## src/design/hazard_macros.svh

```systemverilog
//****************************
// hazard unit widths and flush lengths
//****************************
`ifndef HAZARD_MACROS_SVH
`define HAZARD_MACROS_SVH

`define XLEN            32  // data and address word
`define REG_ADDR_W      5   // x0..x31

// flush cycles after a redirect
`define ID_FLUSH_CYCLES 1   // only IF holds a wrong-path instr
`define EX_FLUSH_CYCLES 2   // IF and ID hold wrong-path instrs

`endif
```

## src/design/hazard_pkg.sv

```systemverilog
//****************************
// hazard unit shared types
//****************************
`include "hazard_macros.svh"

package hazard_pkg;

    typedef logic [`XLEN-1:0]       word_t;
    typedef logic [`REG_ADDR_W-1:0] reg_addr_t;  // x0 never forwards or stalls

    // operand source for a forwarding mux
    typedef enum logic [1:0] {
        FWD_NONE = 2'b00,  // register file value
        FWD_WB   = 2'b01,  // write-back data
        FWD_MEM  = 2'b10   // alu result in EX/MEM
    } fwd_sel_e;

    // control-flow kind of an instr
    typedef enum logic [3:0] {
        BR_NONE = 4'd0,
        BR_BEQ  = 4'd1,  // resolved in ID
        BR_BNE  = 4'd2,  // resolved in ID
        BR_BLT  = 4'd3,
        BR_BGE  = 4'd4,
        BR_BLTU = 4'd5,
        BR_BGEU = 4'd6,
        BR_JAL  = 4'd7,  // resolved in ID
        BR_JALR = 4'd8   // resolved in EX
    } branch_op_e;

endpackage

```

## src/design/dest_track_if.sv

```systemverilog
//****************************
// dest register state of EX, MEM, WB
//****************************
`timescale 1ns/1ns

interface dest_track_if import hazard_pkg::*; ();
    reg_addr_t ex_rd;        // ID/EX
    logic      ex_reg_w;
    logic      ex_mem_read;  // load in EX
    reg_addr_t mem_rd;       // EX/MEM
    logic      mem_reg_w;
    logic      mem_mem_read; // load in MEM
    reg_addr_t wb_rd;        // MEM/WB
    logic      wb_reg_w;

    modport src (
        output ex_rd, ex_reg_w, ex_mem_read,
        output mem_rd, mem_reg_w, mem_mem_read,
        output wb_rd, wb_reg_w
    );

    modport dst (
        input ex_rd, ex_reg_w, ex_mem_read,
        input mem_rd, mem_reg_w, mem_mem_read,
        input wb_rd, wb_reg_w
    );
endinterface

```

## src/design/hazard_top.sv

```systemverilog
//****************************
// hazard and branch resolve unit, rv32i 5-stage
//****************************
`timescale 1ns/1ns

module hazard_top import hazard_pkg::*; (
    input  logic       clk,
    input  logic       arst_n_i,
    // ID stage
    input  word_t      id_inst_i,
    input  word_t      id_pc_i,
    input  reg_addr_t  id_rs1_i,
    input  reg_addr_t  id_rs2_i,
    input  logic       id_is_store_i,
    input  branch_op_e id_branch_op_i,
    input  word_t      rs1_data_i,
    input  word_t      rs2_data_i,
    // EX stage
    input  reg_addr_t  ex_rs1_i,
    input  reg_addr_t  ex_rs2_i,
    input  reg_addr_t  ex_rd_i,
    input  logic       ex_reg_w_i,
    input  logic       ex_mem_read_i,
    input  branch_op_e ex_branch_op_i,
    input  logic       compare_res_i,
    input  word_t      ex_target_i,
    // MEM stage
    input  reg_addr_t  mem_rd_i,
    input  logic       mem_reg_w_i,
    input  logic       mem_mem_read_i,
    input  word_t      mem_fwd_data_i,
    // WB stage
    input  reg_addr_t  wb_rd_i,
    input  logic       wb_reg_w_i,
    input  word_t      wb_fwd_data_i,
    // results
    output fwd_sel_e   fwd_a_o,
    output fwd_sel_e   fwd_b_o,
    output logic       stall_o,
    output logic       redirect_o,
    output word_t      target_o,
    output logic       flush_o
);

    fwd_sel_e fwd_id_a;
    fwd_sel_e fwd_id_b;
    logic     id_redirect;
    word_t    id_target;
    logic     ex_redirect;
    word_t    ex_target;

    dest_track_if dest ();

    // pipeline regs onto the tracking bus
    assign dest.ex_rd        = ex_rd_i;
    assign dest.ex_reg_w     = ex_reg_w_i;
    assign dest.ex_mem_read  = ex_mem_read_i;
    assign dest.mem_rd       = mem_rd_i;
    assign dest.mem_reg_w    = mem_reg_w_i;
    assign dest.mem_mem_read = mem_mem_read_i;
    assign dest.wb_rd        = wb_rd_i;
    assign dest.wb_reg_w     = wb_reg_w_i;

    fwd_ctrl u_fwd_ctrl (
        .dest       (dest.dst),
        .id_rs1_i   (id_rs1_i),
        .id_rs2_i   (id_rs2_i),
        .ex_rs1_i   (ex_rs1_i),
        .ex_rs2_i   (ex_rs2_i),
        .fwd_a_o    (fwd_a_o),
        .fwd_b_o    (fwd_b_o),
        .fwd_id_a_o (fwd_id_a),
        .fwd_id_b_o (fwd_id_b)
    );

    stall_detect u_stall_detect (
        .dest           (dest.dst),
        .id_rs1_i       (id_rs1_i),
        .id_rs2_i       (id_rs2_i),
        .id_is_store_i  (id_is_store_i),
        .id_branch_op_i (id_branch_op_i),
        .stall_o        (stall_o)
    );

    id_branch_unit u_id_branch_unit (
        .id_inst_i      (id_inst_i),
        .id_pc_i        (id_pc_i),
        .id_branch_op_i (id_branch_op_i),
        .rs1_data_i     (rs1_data_i),
        .rs2_data_i     (rs2_data_i),
        .mem_fwd_data_i (mem_fwd_data_i),
        .wb_fwd_data_i  (wb_fwd_data_i),
        .fwd_id_a_i     (fwd_id_a),
        .fwd_id_b_i     (fwd_id_b),
        .stall_i        (stall_o),
        .id_redirect_o  (id_redirect),
        .id_target_o    (id_target)
    );

    ex_branch_judge u_ex_branch_judge (
        .ex_branch_op_i (ex_branch_op_i),
        .compare_res_i  (compare_res_i),
        .ex_target_i    (ex_target_i),
        .ex_redirect_o  (ex_redirect),
        .ex_target_o    (ex_target)
    );

    // EX instr is older, so it wins
    assign redirect_o = ex_redirect || id_redirect;
    assign target_o   = ex_redirect ? ex_target : id_target;

    flush_counter u_flush_counter (
        .clk        (clk),
        .arst_n_i   (arst_n_i),
        .redirect_i (redirect_o),
        .from_ex_i  (ex_redirect),  // selects the longer flush
        .flush_o    (flush_o)
    );

endmodule

```

## src/design/flush_counter.sv

```systemverilog
//****************************
// flush length after a redirect
//****************************
`timescale 1ns/1ns
`include "hazard_macros.svh"

module flush_counter import hazard_pkg::*; (
    input  logic clk,
    input  logic arst_n_i,
    input  logic redirect_i,
    input  logic from_ex_i,    // redirect came from EX
    output logic flush_o
);

    localparam int CNT_W = $clog2(`EX_FLUSH_CYCLES + 1);

    logic [CNT_W-1:0] cnt;     // flush cycles left
    logic [CNT_W-1:0] load_val;

    // EX redirect leaves one more wrong-path instr in the pipe
    assign load_val = from_ex_i ? CNT_W'(`EX_FLUSH_CYCLES) : CNT_W'(`ID_FLUSH_CYCLES);

    always_ff @(posedge clk or negedge arst_n_i) begin
        if (!arst_n_i) begin
            cnt <= '0;
        end else if (cnt != '0) begin
            cnt <= cnt - CNT_W'(1);  // later redirects are wrong-path and ignored
        end else if (redirect_i) begin
            cnt <= load_val;
        end
    end

    assign flush_o = (cnt != '0);

endmodule

```

## src/design/ex_branch_judge.sv

```systemverilog
//****************************
// EX stage late branch and jalr decide
//****************************
`timescale 1ns/1ns

module ex_branch_judge import hazard_pkg::*; (
    input  branch_op_e ex_branch_op_i,
    input  logic       compare_res_i,   // rs1 < rs2, signedness from op
    input  word_t      ex_target_i,     // computed by datapath
    output logic       ex_redirect_o,
    output word_t      ex_target_o
);

    always_comb begin
        case (ex_branch_op_i)
            BR_BLT,
            BR_BLTU: ex_redirect_o = compare_res_i;   // a < b
            BR_BGE,
            BR_BGEU: ex_redirect_o = !compare_res_i;  // a >= b
            BR_JALR: ex_redirect_o = 1'b1;
            default: ex_redirect_o = 1'b0;  // beq, bne, jal done in ID
        endcase
    end

    assign ex_target_o = ex_target_i;

endmodule

```

## src/design/id_branch_unit.sv

```systemverilog
//****************************
// ID stage jal and beq/bne resolve
//****************************
`timescale 1ns/1ns

module id_branch_unit import hazard_pkg::*; (
    input  word_t      id_inst_i,
    input  word_t      id_pc_i,
    input  branch_op_e id_branch_op_i,
    input  word_t      rs1_data_i,       // register file reads
    input  word_t      rs2_data_i,
    input  word_t      mem_fwd_data_i,   // alu result in EX/MEM
    input  word_t      wb_fwd_data_i,    // write-back data
    input  fwd_sel_e   fwd_id_a_i,
    input  fwd_sel_e   fwd_id_b_i,
    input  logic       stall_i,
    output logic       id_redirect_o,
    output word_t      id_target_o
);

    word_t opnd_a;
    word_t opnd_b;
    word_t imm_j;
    word_t imm_b;
    word_t imm_sel;
    logic  is_equal;
    logic  taken;

    // three-way operand pick
    function automatic word_t sel_opnd(
        input fwd_sel_e sel,
        input word_t    rf_data,
        input word_t    mem_data,
        input word_t    wb_data
    );
        word_t res;
        case (sel)
            FWD_MEM: res = mem_data;
            FWD_WB:  res = wb_data;
            default: res = rf_data;
        endcase
        return res;
    endfunction

    assign opnd_a = sel_opnd(fwd_id_a_i, rs1_data_i, mem_fwd_data_i, wb_fwd_data_i);
    assign opnd_b = sel_opnd(fwd_id_b_i, rs2_data_i, mem_fwd_data_i, wb_fwd_data_i);

    // immediates, bit 0 always zero
    assign imm_j = {{12{id_inst_i[31]}}, id_inst_i[19:12], id_inst_i[20],
                    id_inst_i[30:21], 1'b0};
    assign imm_b = {{20{id_inst_i[31]}}, id_inst_i[7], id_inst_i[30:25],
                    id_inst_i[11:8], 1'b0};

    assign imm_sel     = (id_branch_op_i == BR_JAL) ? imm_j : imm_b;
    assign id_target_o = id_pc_i + imm_sel;  // pc-relative target

    assign is_equal = (opnd_a == opnd_b);

    always_comb begin
        case (id_branch_op_i)
            BR_JAL:  taken = 1'b1;
            BR_BEQ:  taken = is_equal;
            BR_BNE:  taken = !is_equal;
            default: taken = 1'b0;    // resolved later in EX
        endcase
    end

    // operands not ready while stalled
    assign id_redirect_o = taken && !stall_i;

endmodule

```

## src/design/stall_detect.sv

```systemverilog
//****************************
// load-use and branch-load stall
//****************************
`timescale 1ns/1ns

module stall_detect import hazard_pkg::*; (
    dest_track_if.dst dest,
    input  reg_addr_t  id_rs1_i,
    input  reg_addr_t  id_rs2_i,
    input  logic       id_is_store_i,   // rs2 of a store is only data
    input  branch_op_e id_branch_op_i,
    output logic       stall_o
);

    logic ex_wr_valid;   // EX writes a real reg
    logic ex_load;
    logic mem_load;
    logic ex_hit_rs1;
    logic ex_hit_rs2;
    logic mem_hit;
    logic is_bneq;       // early compare in ID
    logic load_use;
    logic branch_load;

    assign ex_wr_valid = dest.ex_reg_w && (dest.ex_rd != '0);
    assign ex_load     = ex_wr_valid && dest.ex_mem_read;
    assign mem_load    = dest.mem_reg_w && dest.mem_mem_read && (dest.mem_rd != '0);

    assign ex_hit_rs1  = (dest.ex_rd == id_rs1_i);
    assign ex_hit_rs2  = (dest.ex_rd == id_rs2_i);
    assign mem_hit     = (dest.mem_rd == id_rs1_i) || (dest.mem_rd == id_rs2_i);

    assign is_bneq     = (id_branch_op_i == BR_BEQ) || (id_branch_op_i == BR_BNE);

    // load data arrives too late for EX, store counts rs1 only
    assign load_use    = ex_load && (ex_hit_rs1 || (!id_is_store_i && ex_hit_rs2));

    // compare in ID needs its operands a stage earlier
    assign branch_load = is_bneq && ((ex_wr_valid && (ex_hit_rs1 || ex_hit_rs2))
                                     || (mem_load && mem_hit));

    assign stall_o     = load_use || branch_load;

endmodule

```

## src/design/fwd_ctrl.sv

```systemverilog
//****************************
// forwarding selects, EX operands and ID compare
//****************************
`timescale 1ns/1ns

module fwd_ctrl import hazard_pkg::*; (
    dest_track_if.dst dest,
    input  reg_addr_t id_rs1_i,    // regs read by ID instr
    input  reg_addr_t id_rs2_i,
    input  reg_addr_t ex_rs1_i,    // regs read by EX instr
    input  reg_addr_t ex_rs2_i,
    output fwd_sel_e  fwd_a_o,     // EX operand a
    output fwd_sel_e  fwd_b_o,     // EX operand b
    output fwd_sel_e  fwd_id_a_o,  // ID compare operand a
    output fwd_sel_e  fwd_id_b_o   // ID compare operand b
);

    // newest producer wins, mem before wb
    function automatic fwd_sel_e pick_src(
        input reg_addr_t rs,
        input logic      mem_w,
        input reg_addr_t mem_rd,
        input logic      wb_w,
        input reg_addr_t wb_rd
    );
        fwd_sel_e sel;
        sel = FWD_NONE;
        if (mem_w && (mem_rd != '0) && (mem_rd == rs))
            sel = FWD_MEM;
        else if (wb_w && (wb_rd != '0) && (wb_rd == rs))
            sel = FWD_WB;
        return sel;
    endfunction

    assign fwd_a_o    = pick_src(ex_rs1_i, dest.mem_reg_w, dest.mem_rd,
                                 dest.wb_reg_w, dest.wb_rd);
    assign fwd_b_o    = pick_src(ex_rs2_i, dest.mem_reg_w, dest.mem_rd,
                                 dest.wb_reg_w, dest.wb_rd);

    // same rule for the early beq/bne compare
    assign fwd_id_a_o = pick_src(id_rs1_i, dest.mem_reg_w, dest.mem_rd,
                                 dest.wb_reg_w, dest.wb_rd);
    assign fwd_id_b_o = pick_src(id_rs2_i, dest.mem_reg_w, dest.mem_rd,
                                 dest.wb_reg_w, dest.wb_rd);

endmodule

```

## config.mk

```make
export PLATFORM = sky130hd
export DESIGN_NAME = hazard_top
export DESIGN_NICKNAME = d
export VERILOG_FILES = /design/src/design/hazard_pkg.sv /design/src/design/dest_track_if.sv /design/src/design/hazard_top.sv /design/src/design/flush_counter.sv /design/src/design/ex_branch_judge.sv /design/src/design/id_branch_unit.sv /design/src/design/stall_detect.sv /design/src/design/fwd_ctrl.sv
export VERILOG_INCLUDE_DIRS = /design/src /design/src/design
export SDC_FILE = /design/constraint.sdc
export NUM_CORES = 1
export LEC_CHECK = 0
export BUFFER_PORTS_ARGS = -buffer_cell sky130_fd_sc_hd__buf_4
export CAP_MARGIN = 20
export CORE_ASPECT_RATIO = 0.5
export CORE_UTILIZATION = 41
export CTS_CLUSTER_DIAMETER = 30
export DETAILED_ROUTE_END_ITERATION = 6
export PLACE_DENSITY_LB_ADDON = 0.3
export SLEW_MARGIN = 20
export SYNTH_ARGS = -nofsm -noshare
export SYNTH_HDL_FRONTEND = slang
export SYNTH_SLANG_ARGS = --single-unit
```

## constraint.sdc

```tcl
create_clock -name clk -period 3.9 [get_ports clk]
set_input_delay 0.195 -clock clk [delete_from_list [all_inputs] [get_ports clk]]
set_output_delay 0.195 -clock clk [all_outputs]
set_load 0.05 [all_outputs]
```

==> impl_results.md <==
- Outcome: completed
- Routed len/inst: 17.2 um
- Root Driver: clkbuf_16
- Synth Area in Adders: 0.0800
- Sequential fraction of the synthesis area: 0.0101
- Die H: between 70 and 80 um
- RSZ-0062 raised after global routing: true
- Mapped cell area: 4940 um^2
- Dpl cells: 1109
- # H-tree levels: 1
- Leak: between 0.003 and 0.004 uW
- Detail Placement HPWL: 14900 um
- Largest net degree at the start of global routing: 33
- Post-synth top flop: dfrtp_1
- Die Wd: between 150 and 200 um
- Distinct cells, synth: between 60 and 70
- Vias in the first global route: 6103
- Top cell type's share of synthesized area: 0.122
- Antenna Cells: 0
- PortBufs: roughly 310
- Post-synth EDFFs: 0
- Setup Skew: 0.00238 ns
- Tmin final: approximately 3.8 ns
- Vias/cell: 5.83
- Min-delay worst type: in2async
- Area leader, netlist: xnor2_1
- Clock Tree Buf Depth: 2
- Design Power: 1650 uW
- Setup Crit Path Kind: in2out
- Routed vias: 6562
- Gr ovfl total: 0
- Family with the most delay on the worst path: simple AND/OR/NAND/NOR gates
- Yosys warns: 0
- Pre-Repair DR Iteration Count: 5
- Synth Area in Compound Gates: 0.324
- Die Area: between 10000 and 15000 um^2
- GPL Wtd Cong: just over 0.9
- Cell Rows: 27
- Async SR Flop Fraction: 1.00
- Largest family of logic cells by synthesized area: compound AO/OA/AOI/OAI gates
- Initial Utilization: 0.436
- Worst slew margin: 0.609
- Crit end category: output port
- FILL cells: 851
- Least-Margin Pin Slew: a little under 0.6 ns
- Maximum VDD drop: 134 uV
- Final #Nets: roughly 1.3k
- ANT nets after route: 0
- First-pass GRT wire length: about 27000 um
- Cell area after layout: approximately 8500 um^2
- Max-slew violations: 0
- Worst EP required: 3.70 ns
- DRC viols: 0
- Most numerous cell on the critical path: buf_6
- Flops & latches, synth: 2
- Crit-path max cell delay: 0.59 ns
- CP arrival: between 3 and 4 ns
- CP bufs+invs: 4
- Crit path launch type: input port
- Core Region: approximately 11000 um^2
- DR iter-0 viols: about 320
- Post-Syn Nets: slightly below 1k
- Clk pin slew, worst setup/hold paths: ~0.030 ns
- Initial antenna violation count: 0
- Mean Syn Cell Area: ~7.5 um^2
- Post-Synth Simple-Gate Area: 0.183
- # clock sinks: 2
- Worst-Skew Late Latency: approximately 0.22 ns
- Final hold violation count: 0
- Number of CTS-inserted buffers: 3
- Slowest CP cell: or4_4
- Final WL: 19400 um
- Synthesis-to-finish area growth: 71.2%
- Most common cell in the synthesized netlist: xnor2_1
- Final setup margin: ~0.07 ns
- Post-synthesis mux area share: 0.146
- # setup viols final: 0
- F_max: between 200 and 300 MHz
- Maxcap violations: 0
- DP Area: about 7600 um^2
- Top Registers: u_flush_counter.cnt (2)
- Non-Filler Instances: around 1.1k
- Final worst-path cycle share: 0.982
- Dpl ws: -0.205 ns
- Share of cells above drive strength 1: 0.484
- Pwr Density: about 190 nW/um^2
- Total Routing Usage GR: 0.264
- CTS tree: done
- Post-Synthesis Cells: roughly 660
- Synth Area in XOR/XNOR: 0.193
- CP max FO: 5
- Biggest register: u_flush_counter.cnt
- Synth area leaders: xnor2_1 (12%), mux2i_1 (9.7%), ha_1 (7.6%)
- I/O Pins: around 320
- Max FFs per register: 2
- Worst path cell trace: buf_6 > xor2_4 > or4b_4 > nor2_4 > buf_6 > buf_8 > mux2i_4 > a221o_1 > a22oi_1 > or4_4 > or3_4 > a211oi_4 > a21oi_2 > buf_6
- Synth cell count leaders: xnor2_1 (69), nand2_1 (66), o21ai_0 (50)
-- where the power goes --
group / leakage, uW / internal (uW) / total, uW / switching (uW)
sequential: 0.0000258 / 30.4 / 40.1 / 9.70
combinational: 0.00354 / 657 / 1450 / 797
clock: 0.0000370 / 131 / 155 / 24.2
total: 0.00360 / 818 / 1650 / 831
-- worst paths after layout --
kind	startpoint	to	slack, ns	depth (start not counted)
min reg2reg	u_flush_counter.cnt[1]	u_flush_counter.cnt[1]	0.54	2
max in group asynchronous	arst_n_i	u_flush_counter.cnt[0]	3.46	2
min	arst_n_i	u_flush_counter.cnt[1]	0.35	2
max reg2reg	u_flush_counter.cnt[0]	u_flush_counter.cnt[0]	2.98	3
min in group clk	id_branch_op_i[3]	u_flush_counter.cnt[0]	0.44	6
max	wb_rd_i[3]	redirect_o	0.07	14
-- timing repair --
item | CTS | global route
resized for setup | 11 | 110
pin swaps | 5 | 36
buffers inserted | 0 | 9
endpoints found under the setup margin | 5 | 10
hold buffers | 1 | 0
hold endpoints to repair | 2 | 0
gates cloned | 0 | 4
-- layer usage --
| metal | part of all wire | track usage | vias up |
|---|---|---|---|
| met5 | 0 | 0 | - |
| met4 | 0.027 | 0.0854 | 0 |
| met3 | 0.062 | 0.0212 | 46 |
| met2 | 0.52 | 0.523 | 274 |
| met1 | 0.39 | 0.299 | 3067 |
| li1 | - | - | 3175 |
-- cell type report --
| cell class | instances | area, um^2 | share of cell area |
|---|---|---|---|
| multi-input combinational | 601 | 5260 | 0.621 |
| timing repair buffer | 351 | 2850 | 0.336 |
| clock buffer | 3 | 75.1 | 0.00887 |
| tap | 159 | 199 | 0.0235 |
| inverter | 10 | 37.5 | 0.00443 |
| sequential | 2 | 50.0 | 0.00591 |
-- per-stage QoR --
step / hold slack [ns] / utilization / TNS [ns]
global route: 0.353 / 0.746 / -0.218
detailed placement: -0.0200 / 0.666 / -0.723
CTS: 0.339 / 0.677 / 0
floorplan: -0.101 / - / -0.0982
global placement: -0.0209 / 0.666 / -0.573
finish: 0.348 / 0.746 / 0
-- cells by family after synthesis --
| family | Yosys count |
|---|---|
| adder cells (fa/ha/maj) | 31 |
| buffers and inverters | 53 |
| AO/OA/AOI/OAI | 225 |
| XOR/XNOR | 109 |
| flip-flops | 2 |
| AND/OR/NAND/NOR | 170 |
| multiplexers | 66 |
-- cells in the final DEF (no fill, tap or decap), types with 10 or more instances in the layout --
cell	instances
nor2_1	17
mux2i_2	21
buf_4	326
xor2_1	38
a221o_1	29
ha_1	27
nor4_1	15
o21ai_1	12
mux2i_1	11
inv_1	10
a21oi_1	38
a21o_1	12
o221ai_1	28
o21ai_0	30
xnor2_1	66
nand3_1	11
mux2i_4	25
a22oi_1	27
buf_6	11
nand2_1	65
Note: power is estimated with default switching activity, not from simulation.
